$ cat src/common/ooo_params.svh
`ifndef OOO_PARAMS_SVH
`define OOO_PARAMS_SVH

// Data and instruction word width
`define WORD_W 16

// log2 of the reorder buffer entry count
`define ROB_DEPTH 3

// Number of ALU reservation stations
`define RS_COUNT 3

`endif

$ cat src/common/lc3b_isa_pkg.sv
`include "ooo_params.svh"

package lc3b_isa_pkg;

	typedef logic [`WORD_W-1:0] lc3b_word;
	typedef logic [2:0] lc3b_reg;

	// Full LC-3b opcode map
	// Only ADD, AND and NOT are executed
	typedef enum logic [3:0]
	{
		op_br   = 4'b0000,
		op_add  = 4'b0001,
		op_ldb  = 4'b0010,
		op_stb  = 4'b0011,
		op_jsr  = 4'b0100,
		op_and  = 4'b0101,
		op_ldr  = 4'b0110,
		op_str  = 4'b0111,
		op_rti  = 4'b1000,
		op_not  = 4'b1001,
		op_ldi  = 4'b1010,
		op_sti  = 4'b1011,
		op_jmp  = 4'b1100,
		op_shf  = 4'b1101,
		op_lea  = 4'b1110,
		op_trap = 4'b1111
	} lc3b_opcode;

endpackage

$ cat src/common/ooo_pkg.sv
`include "ooo_params.svh"

package ooo_pkg;

	// Names the ROB entry that produces a value
	typedef logic [`ROB_DEPTH-1:0] rob_tag;

	typedef enum logic [1:0]
	{
		entry_empty   = 2'b00,
		entry_waiting = 2'b01,
		entry_done    = 2'b10
	} rob_state;

endpackage

$ cat src/source/fetch_unit.sv
`timescale 1ns/100ps

module fetch_unit
	import lc3b_isa_pkg::*;
(
	input  logic     clk,
	input  logic     rst_n,
	input  lc3b_word imem_rdata,
	input  logic     imem_resp,
	input  logic     stall,
	output logic     imem_read,
	output lc3b_word imem_address,
	output lc3b_word instr,
	output logic     instr_valid
);

	typedef enum logic {fetch_reading, fetch_holding} fetch_state;

	fetch_state state;
	lc3b_word   pc;

	always_ff @(posedge clk or negedge rst_n)
	begin
		if (!rst_n)
		begin
			state <= fetch_reading;
			pc <= '0;
		end
		else
		begin
			case (state)
				fetch_reading:
				begin
					if (imem_resp)
					begin
						state <= fetch_holding;
						pc <= pc + lc3b_word'(2);
					end
				end
				// Word stays latched until issue takes it
				fetch_holding:
				begin
					if (!stall)
						state <= fetch_reading;
				end
				default: state <= fetch_reading;
			endcase
		end
	end

	always_ff @(posedge clk)
	begin
		if (state == fetch_reading && imem_resp)
			instr <= imem_rdata;
	end

	assign imem_read    = (state == fetch_reading);
	assign imem_address = pc;
	assign instr_valid  = (state == fetch_holding);

endmodule

$ cat src/issue/regfile.sv
`timescale 1ns/100ps

module regfile
	import lc3b_isa_pkg::*;
	import ooo_pkg::*;
(
	input  logic     clk,
	input  logic     rst_n,
	input  lc3b_reg  sr1,
	input  lc3b_reg  sr2,
	input  lc3b_reg  dest,
	input  logic     set_busy,
	input  rob_tag   busy_tag,
	input  logic     commit_valid,
	input  lc3b_reg  commit_reg,
	input  rob_tag   commit_tag,
	input  lc3b_word commit_value,
	output lc3b_word sr1_value,
	output logic     sr1_busy,
	output rob_tag   sr1_tag,
	output lc3b_word sr2_value,
	output logic     sr2_busy,
	output rob_tag   sr2_tag
);

	lc3b_word regs [8];
	logic     busy [8];
	rob_tag   tags [8];

	always_ff @(posedge clk or negedge rst_n)
	begin
		if (!rst_n)
		begin
			for (int i = 0; i < 8; i++)
			begin
				regs[i] <= '0;
				busy[i] <= 1'b0;
			end
		end
		else
		begin
			// Retire is in order, so the value is always the newest architectural one
			if (commit_valid)
			begin
				regs[commit_reg] <= commit_value;
				if (tags[commit_reg] == commit_tag)
					busy[commit_reg] <= 1'b0;
			end
			// New rename overrides a clear to the same register
			if (set_busy)
				busy[dest] <= 1'b1;
		end
	end

	always_ff @(posedge clk)
	begin
		if (set_busy)
			tags[dest] <= busy_tag;
	end

	assign sr1_value = regs[sr1];
	assign sr1_busy  = busy[sr1];
	assign sr1_tag   = tags[sr1];
	assign sr2_value = regs[sr2];
	assign sr2_busy  = busy[sr2];
	assign sr2_tag   = tags[sr2];

endmodule

$ cat src/issue/issue_control.sv
`timescale 1ns/100ps
`include "ooo_params.svh"

module issue_control
	import lc3b_isa_pkg::*;
	import ooo_pkg::*;
(
	input  logic       clk,
	input  logic       rst_n,
	input  lc3b_word   instr,
	input  logic       instr_valid,
	input  logic       rob_full,
	input  logic       rs_full,
	input  rob_tag     rob_tail,
	input  lc3b_word   sr1_value,
	input  logic       sr1_busy,
	input  rob_tag     sr1_tag,
	input  lc3b_word   sr2_value,
	input  logic       sr2_busy,
	input  rob_tag     sr2_tag,
	input  logic       src1_ready,
	input  lc3b_word   src1_value,
	input  logic       src2_ready,
	input  lc3b_word   src2_value,
	input  logic       cdb_valid,
	input  rob_tag     cdb_tag,
	input  lc3b_word   cdb_value,
	output logic       stall,
	output lc3b_reg    sr1,
	output lc3b_reg    sr2,
	output lc3b_reg    dest,
	output logic       set_busy,
	output rob_tag     src1_tag,
	output rob_tag     src2_tag,
	output logic       rob_write,
	output lc3b_reg    rob_dest_reg,
	output logic       rs_load,
	output lc3b_opcode rs_op,
	output lc3b_word   rs_vj,
	output lc3b_word   rs_vk,
	output rob_tag     rs_qj,
	output rob_tag     rs_qk,
	output logic       rs_j_ready,
	output logic       rs_k_ready,
	output rob_tag     rs_tag
);

	// Returns {ready, value}; regfile first, then a done ROB entry, then the CDB
	function automatic logic [`WORD_W:0] resolve
	(
		input logic     busy,
		input lc3b_word reg_value,
		input rob_tag   tag,
		input logic     rob_ready,
		input lc3b_word rob_value,
		input logic     bus_valid,
		input rob_tag   bus_tag,
		input lc3b_word bus_value
	);
		if (!busy)
			return {1'b1, reg_value};
		else if (rob_ready)
			return {1'b1, rob_value};
		else if (bus_valid && bus_tag == tag)
			return {1'b1, bus_value};
		else
			return {1'b0, reg_value};
	endfunction

	lc3b_opcode       opcode;
	logic             accept;
	logic             imm_sel;
	lc3b_word         imm5_ext;
	logic [`WORD_W:0] src1_res;
	logic [`WORD_W:0] src2_res;

	assign opcode   = lc3b_opcode'(instr[15:12]);
	assign imm_sel  = instr[5];
	assign imm5_ext = {{(`WORD_W-5){instr[4]}}, instr[4:0]};

	assign stall  = rob_full | rs_full;
	assign accept = instr_valid & ~stall;

	assign dest     = instr[11:9];
	assign sr1      = instr[8:6];
	assign sr2      = instr[2:0];
	assign src1_tag = sr1_tag;
	assign src2_tag = sr2_tag;

	assign src1_res = resolve(sr1_busy, sr1_value, sr1_tag, src1_ready, src1_value,
		cdb_valid, cdb_tag, cdb_value);
	assign src2_res = resolve(sr2_busy, sr2_value, sr2_tag, src2_ready, src2_value,
		cdb_valid, cdb_tag, cdb_value);

	// Dispatch happens on the accepting edge
	assign set_busy     = accept;
	assign rob_write    = accept;
	assign rob_dest_reg = dest;
	assign rs_load      = accept;
	assign rs_op        = opcode;
	assign rs_tag       = rob_tail;

	assign rs_vj      = src1_res[`WORD_W-1:0];
	assign rs_j_ready = src1_res[`WORD_W];
	assign rs_qj      = sr1_tag;

	// NOT encodes all ones in imm5, so it always takes this path
	assign rs_vk      = imm_sel ? imm5_ext : src2_res[`WORD_W-1:0];
	assign rs_k_ready = imm_sel | src2_res[`WORD_W];
	assign rs_qk      = sr2_tag;

	supported_opcode: assert property (@(posedge clk) disable iff (!rst_n)
		accept |-> (opcode inside {op_add, op_and, op_not}))
		else $error("issue accepted unsupported opcode %0h", instr[15:12]);

endmodule

$ cat src/rob/reorder_buffer.sv
`timescale 1ns/100ps
`include "ooo_params.svh"

module reorder_buffer
	import lc3b_isa_pkg::*;
	import ooo_pkg::*;
(
	input  logic     clk,
	input  logic     rst_n,
	input  logic     rob_write,
	input  lc3b_reg  rob_dest_reg,
	input  logic     cdb_valid,
	input  rob_tag   cdb_tag,
	input  lc3b_word cdb_value,
	input  rob_tag   src1_tag,
	input  rob_tag   src2_tag,
	output rob_tag   rob_tail,
	output logic     rob_full,
	output logic     src1_ready,
	output lc3b_word src1_value,
	output logic     src2_ready,
	output lc3b_word src2_value,
	output logic     commit_valid,
	output lc3b_reg  commit_reg,
	output rob_tag   commit_tag,
	output lc3b_word commit_value
);

	localparam logic [`ROB_DEPTH:0] ENTRIES = 1 << `ROB_DEPTH;

	rob_state            state [ENTRIES];
	lc3b_reg             dest_q [ENTRIES];
	lc3b_word            value_q [ENTRIES];
	rob_tag              head;
	rob_tag              tail;
	logic [`ROB_DEPTH:0] count;
	logic                retire;

	assign retire = (state[head] == entry_done);

	always_ff @(posedge clk or negedge rst_n)
	begin
		if (!rst_n)
		begin
			for (int i = 0; i < ENTRIES; i++)
				state[i] <= entry_empty;
			head <= '0;
			tail <= '0;
			count <= '0;
		end
		else
		begin
			// Head, CDB target and tail never name the same entry in one cycle
			if (retire)
			begin
				state[head] <= entry_empty;
				head <= head + 1'b1;
			end
			if (cdb_valid)
				state[cdb_tag] <= entry_done;
			if (rob_write)
			begin
				state[tail] <= entry_waiting;
				tail <= tail + 1'b1;
			end
			case ({rob_write, retire})
				2'b10: count <= count + 1'b1;
				2'b01: count <= count - 1'b1;
				default: count <= count;
			endcase
		end
	end

	always_ff @(posedge clk)
	begin
		if (rob_write)
			dest_q[tail] <= rob_dest_reg;
		if (cdb_valid)
			value_q[cdb_tag] <= cdb_value;
	end

	assign rob_tail = tail;
	assign rob_full = (count == ENTRIES);

	// Operand lookup for renamed sources
	assign src1_ready = (state[src1_tag] == entry_done);
	assign src1_value = value_q[src1_tag];
	assign src2_ready = (state[src2_tag] == entry_done);
	assign src2_value = value_q[src2_tag];

	assign commit_valid = retire;
	assign commit_reg   = dest_q[head];
	assign commit_tag   = head;
	assign commit_value = value_q[head];

	no_write_when_full: assert property (@(posedge clk) disable iff (!rst_n)
		rob_write |-> !rob_full)
		else $error("ROB written while full");

	cdb_to_waiting_entry: assert property (@(posedge clk) disable iff (!rst_n)
		cdb_valid |-> (state[cdb_tag] == entry_waiting))
		else $error("CDB result for ROB entry %0d that is not waiting", cdb_tag);

endmodule

$ cat src/source/alu_stations.sv
`timescale 1ns/100ps
`include "ooo_params.svh"

module alu_stations
	import lc3b_isa_pkg::*;
	import ooo_pkg::*;
(
	input  logic       clk,
	input  logic       rst_n,
	input  logic       rs_load,
	input  lc3b_opcode rs_op,
	input  lc3b_word   rs_vj,
	input  lc3b_word   rs_vk,
	input  rob_tag     rs_qj,
	input  rob_tag     rs_qk,
	input  logic       rs_j_ready,
	input  logic       rs_k_ready,
	input  rob_tag     rs_tag,
	output logic       rs_full,
	output logic       cdb_valid,
	output rob_tag     cdb_tag,
	output lc3b_word   cdb_value
);

	localparam int N = `RS_COUNT;

	function automatic lc3b_word alu(input lc3b_opcode opcode, input lc3b_word a,
		input lc3b_word b);
		case (opcode)
			op_add: return a + b;
			op_and: return a & b;
			op_not: return ~a;
			default: return a + b;
		endcase
	endfunction

	logic       busy [N];
	lc3b_opcode op [N];
	lc3b_word   vj [N];
	lc3b_word   vk [N];
	rob_tag     qj [N];
	rob_tag     qk [N];
	logic       j_rdy [N];
	logic       k_rdy [N];
	rob_tag     tag [N];

	logic free_found;
	int   free_idx;
	logic win_found;
	int   win_idx;

	// Lowest free slot takes the load, lowest ready slot wins the CDB
	always_comb
	begin
		free_found = 1'b0;
		free_idx = 0;
		win_found = 1'b0;
		win_idx = 0;
		for (int i = 0; i < N; i++)
		begin
			if (!busy[i] && !free_found)
			begin
				free_found = 1'b1;
				free_idx = i;
			end
			if (busy[i] && j_rdy[i] && k_rdy[i] && !win_found)
			begin
				win_found = 1'b1;
				win_idx = i;
			end
		end
	end

	always_ff @(posedge clk or negedge rst_n)
	begin
		if (!rst_n)
		begin
			for (int i = 0; i < N; i++)
				busy[i] <= 1'b0;
		end
		else
		begin
			if (win_found)
				busy[win_idx] <= 1'b0;
			if (rs_load && free_found)
				busy[free_idx] <= 1'b1;
		end
	end

	always_ff @(posedge clk)
	begin
		for (int i = 0; i < N; i++)
		begin
			if (rs_load && free_found && i == free_idx)
			begin
				op[i] <= rs_op;
				vj[i] <= rs_vj;
				vk[i] <= rs_vk;
				qj[i] <= rs_qj;
				qk[i] <= rs_qk;
				j_rdy[i] <= rs_j_ready;
				k_rdy[i] <= rs_k_ready;
				tag[i] <= rs_tag;
			end
			else
			begin
				// Snoop the CDB for missing operands
				if (!j_rdy[i] && cdb_valid && qj[i] == cdb_tag)
				begin
					vj[i] <= cdb_value;
					j_rdy[i] <= 1'b1;
				end
				if (!k_rdy[i] && cdb_valid && qk[i] == cdb_tag)
				begin
					vk[i] <= cdb_value;
					k_rdy[i] <= 1'b1;
				end
			end
		end
	end

	assign rs_full   = ~free_found;
	assign cdb_valid = win_found;
	assign cdb_tag   = tag[win_idx];
	assign cdb_value = alu(op[win_idx], vj[win_idx], vk[win_idx]);

	no_load_when_full: assert property (@(posedge clk) disable iff (!rst_n)
		rs_load |-> !rs_full)
		else $error("station load with all stations busy");

endmodule

$ cat src/source/cpu_datapath.sv
`timescale 1ns/100ps

module cpu_datapath
	import lc3b_isa_pkg::*;
	import ooo_pkg::*;
(
	input  logic     clk,
	input  logic     rst_n,
	input  lc3b_word imem_rdata,
	input  logic     imem_resp,
	output logic     imem_read,
	output lc3b_word imem_address,
	output logic     commit_valid,
	output lc3b_reg  commit_reg,
	output lc3b_word commit_value
);

	// Fetch and issue handshake
	lc3b_word instr;
	logic     instr_valid;
	logic     stall;

	// Rename state
	lc3b_reg  sr1, sr2, dest;
	logic     set_busy;
	lc3b_word sr1_value, sr2_value;
	logic     sr1_busy, sr2_busy;
	rob_tag   sr1_tag, sr2_tag;

	// ROB side
	logic     rob_write, rob_full;
	lc3b_reg  rob_dest_reg;
	rob_tag   rob_tail, src1_tag, src2_tag, commit_tag;
	logic     src1_ready, src2_ready;
	lc3b_word src1_value, src2_value;

	// Stations and CDB
	logic       rs_load, rs_full, rs_j_ready, rs_k_ready;
	lc3b_opcode rs_op;
	lc3b_word   rs_vj, rs_vk;
	rob_tag     rs_qj, rs_qk, rs_tag;
	logic       cdb_valid;
	rob_tag     cdb_tag;
	lc3b_word   cdb_value;

	fetch_unit u_fetch
	(
		.clk, .rst_n,
		.imem_rdata, .imem_resp, .stall,
		.imem_read, .imem_address, .instr, .instr_valid
	);

	issue_control u_issue
	(
		.clk, .rst_n,
		.instr, .instr_valid, .rob_full, .rs_full, .rob_tail,
		.sr1_value, .sr1_busy, .sr1_tag, .sr2_value, .sr2_busy, .sr2_tag,
		.src1_ready, .src1_value, .src2_ready, .src2_value,
		.cdb_valid, .cdb_tag, .cdb_value,
		.stall, .sr1, .sr2, .dest, .set_busy, .src1_tag, .src2_tag,
		.rob_write, .rob_dest_reg,
		.rs_load, .rs_op, .rs_vj, .rs_vk, .rs_qj, .rs_qk,
		.rs_j_ready, .rs_k_ready, .rs_tag
	);

	regfile u_regfile
	(
		.clk, .rst_n,
		.sr1, .sr2, .dest, .set_busy,
		.busy_tag(rob_tail),
		.commit_valid, .commit_reg, .commit_tag, .commit_value,
		.sr1_value, .sr1_busy, .sr1_tag, .sr2_value, .sr2_busy, .sr2_tag
	);

	reorder_buffer u_rob
	(
		.clk, .rst_n,
		.rob_write, .rob_dest_reg,
		.cdb_valid, .cdb_tag, .cdb_value,
		.src1_tag, .src2_tag,
		.rob_tail, .rob_full,
		.src1_ready, .src1_value, .src2_ready, .src2_value,
		.commit_valid, .commit_reg, .commit_tag, .commit_value
	);

	alu_stations u_stations
	(
		.clk, .rst_n,
		.rs_load, .rs_op, .rs_vj, .rs_vk, .rs_qj, .rs_qk,
		.rs_j_ready, .rs_k_ready, .rs_tag,
		.rs_full, .cdb_valid, .cdb_tag, .cdb_value
	);

endmodule

$ cat config.mk
export PLATFORM = sky130hd
export DESIGN_NAME = cpu_datapath
export DESIGN_NICKNAME = d
export VERILOG_FILES = /design/src/common/lc3b_isa_pkg.sv /design/src/common/ooo_pkg.sv /design/src/source/fetch_unit.sv /design/src/issue/regfile.sv /design/src/issue/issue_control.sv /design/src/rob/reorder_buffer.sv /design/src/source/alu_stations.sv /design/src/source/cpu_datapath.sv
export VERILOG_INCLUDE_DIRS = /design/src /design/src/common
export SDC_FILE = /design/constraint.sdc
export NUM_CORES = 1
export LEC_CHECK = 0
export BUFFER_PORTS_ARGS = -buffer_cell sky130_fd_sc_hd__buf_2
export CELL_PAD_IN_SITES_DETAIL_PLACEMENT = 1
export CELL_PAD_IN_SITES_GLOBAL_PLACEMENT = 1
export CORE_UTILIZATION = 35
export CTS_CLUSTER_SIZE = 20
export DETAILED_ROUTE_END_ITERATION = 8
export GPL_ROUTABILITY_DRIVEN = 0
export PLACE_DENSITY_LB_ADDON = 0.1
export REMOVE_ABC_BUFFERS = 1
export SLEW_MARGIN = 20
export SYNTH_ARGS = -nofsm -noshare
export SYNTH_HDL_FRONTEND = slang
export SYNTH_SLANG_ARGS = --single-unit
export TNS_END_PERCENT = 5
$ cat constraint.sdc
create_clock -name clk -period 6.5 [get_ports clk]
set_input_delay 0 -clock clk [delete_from_list [all_inputs] [get_ports clk]]
set_output_delay 0 -clock clk [all_outputs]
set_load 0.01 [all_outputs]
==> results.sh <==
export IMPL_timing_final_ws_setup_ns=1.427
export IMPL_mostFrequentLayoutCells="sky130_fd_sc_hd__edfxtp_1 (331), sky130_fd_sc_hd__mux2_2 (192), sky130_fd_sc_hd__dfrtp_1 (179), sky130_fd_sc_hd__mux2i_1 (175), sky130_fd_sc_hd__nand2_1 (144)"
export IMPL_htree_num_levels=2
export IMPL_io_buffers=54
export IMPL_pin_count_of_the_biggest_net_entering_global_routing=119
export IMPL_cts_tree="built"
export IMPL_yosysSeqAreaShare=0.5220
export IMPL_timing_setup_critical_path_class="reg -> reg"
export IMPL_time_the_worst_path_needs_with_i_o_delays_and_setup_ns=5.073
export IMPL_hold_start="imem_rdata[11]"
export IMPL_core_area_mm2=0.07913
export IMPL_rr_endpoint="u_stations.vk[2][8]"
export IMPL_synth_top_flop_cell="sky130_fd_sc_hd__edfxtp_1"
export IMPL_core_rowCount=103
export IMPL_reg2reg_from="u_stations.j_rdy[1]"
export IMPL_die_height_um=285.0
export IMPL_yosys_warnings=0
export IMPL_min_to="u_fetch.instr[11]"
export IMPL_multiInputGateArea_mm2=0.01268
export IMPL_remaining_drc_errors=0
export IMPL_synth_edff_count=331
export IMPL_clock_sinks=520
export IMPL_regToRegSetupSlack_ns=1.43
export IMPL_maxCapViolations=0
export IMPL_synth_area_mm2=0.02803
export IMPL_design_final_nets=2227
export IMPL_outcome="finished, final reports clean"
export IMPL_drt_pre_antenna_iters=6
export IMPL_layout_commonest_cell="sky130_fd_sc_hd__edfxtp_1"
export IMPL_post_place_ws_ns=1.463
export IMPL_dominant_combinational_cell_family_by_area_after_synthesis="multiplexers"
export IMPL_timing_critical_path_from_type="flip-flop"
export IMPL_drt_initial_drc_count=1497
export IMPL_post_cts_clock_slew_at_the_launch_and_capture_registers_of_the_worst_setup_and_hold_paths_ns=0.06
export IMPL_rsz0062_at_grt="no"
export IMPL_worst_setup_path_end_kind="flip-flop"
export IMPL_actual_slew_at_the_worst_max_slew_pin_ns=1.116
export IMPL_hold_class="in -> reg"
export IMPL_final_setup_skew_ns=0.02050
export IMPL_clock_latency_ns=0.64
export IMPL_synthesis_instances=2108
export IMPL_relSlewSlack=0.2541
export IMPL_antenna_found_initial=3
export IMPL_chipWidth_um=285.0
export IMPL_postCtsResizedCells=0
export IMPL_post_drt_wl_per_cell_um=28.86
export IMPL_routed_wl_um=94800
export IMPL_seqCellArea_mm2=0.01463
export IMPL_synth_ff_latch_count=520
export IMPL_cp_data_required_time_ns=6.87
export IMPL_routed_via_count=18990
export IMPL_setup_violations=0
export IMPL_rr_worst_depth=16
export IMPL_synth_compound_gate_area_share=0.08616
export IMPL_detailedPlacementHpwl_um=65700
export IMPL_clock_tree_root_cell="sky130_fd_sc_hd__clkbuf_16"
export IMPL_yosys_cell_types_count=91
export IMPL_floorplan_die_area_mm2=0.08121
export IMPL_synth_mux_area_frac=0.2538
export IMPL_final_layout_size_suffix_gt1_frac=0.2766
export IMPL_grt_first_pass_wirelength_um=140400
export IMPL_global_route_overflow_total=0
export IMPL_timing_hold_worst_path_depth=2
export IMPL_critPathMaxFanout=23
export IMPL_via_count_of_the_first_global_routing_pass=20260
export IMPL_area_growth_synth_to_final_pct=13.64
export IMPL_grt_util_all_layers=0.2343
export IMPL_yosys_area_share_xor_xnor=0.01933
export IMPL_nFillCells=8237
export IMPL_clock_path_buffers=3
export IMPL_syn_avg_cell_area_um2=13.30
export IMPL_finalHoldViolCount=0
export IMPL_post_drt_via_cell_ratio=5.781
export IMPL_final_period_utilization=0.7805
export IMPL_post_synth_fa_ha_maj_area_fraction=0.01125
export IMPL_cts_inserted_buffers=61
export IMPL_crit_arrival_ns=5.44
export IMPL_final_max_slew_violation_count=0
export IMPL_postRouteAntennaNets=0
export IMPL_boundary_pins=56
export IMPL_initial_utilization=0.3542
export IMPL_async_reset_ff_frac=0.3481
export IMPL_synth_simple_gate_area_share=0.07786
export IMPL_fin_tns_setup_ns=0
export IMPL_max_freq_mhz=197.1
[cell type report]
| cell class | count | area share |
|---|---|---|
| clock buffer | 78 | 0.05386 |
| timing repair buffer | 148 | 0.03233 |
| tap | 1050 | 0.04125 |
| inverter | 38 | 0.004557 |
| antenna | 1 | 0.00007857 |
| clock inverter | 35 | 0.01033 |
| sequential | 520 | 0.4594 |
| multi-input combinational | 1415 | 0.3982 |
[critical path, cell delays in order, from the launching register on]
cell	delay, ns
sky130_fd_sc_hd__edfxtp_1	0.44
sky130_fd_sc_hd__nand3_1	0.38
sky130_fd_sc_hd__buf_4	0.31
sky130_fd_sc_hd__nor2_2	0.13
sky130_fd_sc_hd__buf_4	0.45
sky130_fd_sc_hd__mux2i_1	0.26
sky130_fd_sc_hd__a21oi_1	0.13
sky130_fd_sc_hd__fa_1	0.49
sky130_fd_sc_hd__a211oi_1	0.33
sky130_fd_sc_hd__o21ai_0	0.21
sky130_fd_sc_hd__a21o_1	0.21
sky130_fd_sc_hd__a21oi_1	0.19
sky130_fd_sc_hd__xor2_1	0.19
sky130_fd_sc_hd__o22a_1	0.24
sky130_fd_sc_hd__inv_1	0.25
sky130_fd_sc_hd__a221oi_2	0.44
sky130_fd_sc_hd__o22ai_1	0.14
[Yosys cell counts, types with 12 or more instances]
cell type,n,share of area
sky130_fd_sc_hd__nand2b_1,13,0.0029
sky130_fd_sc_hd__nand2_1,144,0.019
sky130_fd_sc_hd__o22ai_1,34,0.0076
sky130_fd_sc_hd__mux2_2,192,0.077
sky130_fd_sc_hd__clkbuf_1,53,0.0071
sky130_fd_sc_hd__edfxtp_1,331,0.35
sky130_fd_sc_hd__dfrtp_1,181,0.16
sky130_fd_sc_hd__o21ai_1,15,0.0027
sky130_fd_sc_hd__buf_2,43,0.0077
sky130_fd_sc_hd__ha_1,22,0.0098
sky130_fd_sc_hd__and2_1,12,0.0027
sky130_fd_sc_hd__nor3_1,17,0.0030
sky130_fd_sc_hd__o21ai_0,60,0.011
sky130_fd_sc_hd__nand3_1,65,0.012
sky130_fd_sc_hd__a21o_1,15,0.0040
sky130_fd_sc_hd__nand4_1,17,0.0038
sky130_fd_sc_hd__inv_1,33,0.0044
sky130_fd_sc_hd__nor4_1,19,0.0042
sky130_fd_sc_hd__a31oi_1,16,0.0036
sky130_fd_sc_hd__mux4_2,135,0.11
sky130_fd_sc_hd__mux2i_1,177,0.063
sky130_fd_sc_hd__xor2_1,14,0.0044
sky130_fd_sc_hd__a22oi_1,17,0.0046
sky130_fd_sc_hd__buf_1,18,0.0024
sky130_fd_sc_hd__buf_6,12,0.0048
sky130_fd_sc_hd__a21oi_1,84,0.015
sky130_fd_sc_hd__xnor2_1,46,0.014
sky130_fd_sc_hd__nor2_1,127,0.017
sky130_fd_sc_hd__nor2b_1,12,0.0027
[timing repair]
action	CTS	global route
setup buffers	0	0
endpoints found under the setup margin	0	0
hold endpoints to repair	141	0
hold buffers	18	0
[sequential cells by signal, indices dropped and copies added (netlist names), 4 cells and up, named ones only]
signal / cells
u_stations.qj: 9
u_rob.value_q: 128
u_rob.state: 16
u_fetch.instr: 16
u_stations.vj: 48
u_regfile.regs: 128
u_rob.dest_q: 24
u_regfile.tags: 24
u_fetch.imem_address: 15
u_stations.vk: 48
u_stations.op: 12
u_rob.count: 4
u_stations.tag: 9
u_stations.qk: 9
u_regfile.busy: 8
[worst max path at each step]
stage / startpoint / to / cells past startpoint
3_5_place_dp: u_stations.j_rdy[1] / u_stations.vk[2][8] / 16
4_1_cts: u_stations.j_rdy[1] / u_stations.vk[2][8] / 16
5_1_grt: u_stations.j_rdy[1] / u_stations.vk[2][8] / 16
6_report: u_stations.j_rdy[1] / u_stations.vk[2][8] / 16
2_1_floorplan: u_stations.busy[2] / u_stations.vj[0][15] / 8
3_3_place_gp: u_stations.j_rdy[1] / u_stations.vk[2][8] / 16
[per-layer routing]
metal / track usage / wire length, um
met5: 0 / 0
met4: 0.05455 / 2034
met1: 0.3326 / 43990
met3: 0.03000 / 4046
met2: 0.3814 / 44730
[cell families after synthesis]
family	count (synthesis)
DFF	520
muxes	510
and+or+nand+nor	466
AOI/OAI and AO/OA	353
buffers and inverters	173
xor gates and xnor gates	61
adders and majority gates	24
other	1
[stage by stage]
step | std cells | area (um^2) | utilization | hold slack [ns]
final | 3285 | 31850 | 0.4025 | 0.07526
after global routing | 3284 | 31850 | 0.4025 | 0.04833
after CTS | 3284 | 31840 | 0.4023 | 0.02774
after detailed placement | 3153 | 29610 | 0.3742 | 0.1789
after global placement | 3153 | 29610 | 0.3742 | 0.1760
after floorplan | 1973 | 27350 | - | -0.2956
Power is not shown: default switching activity piles up to over one toggle a cycle in this logic, so the estimate is an artifact.
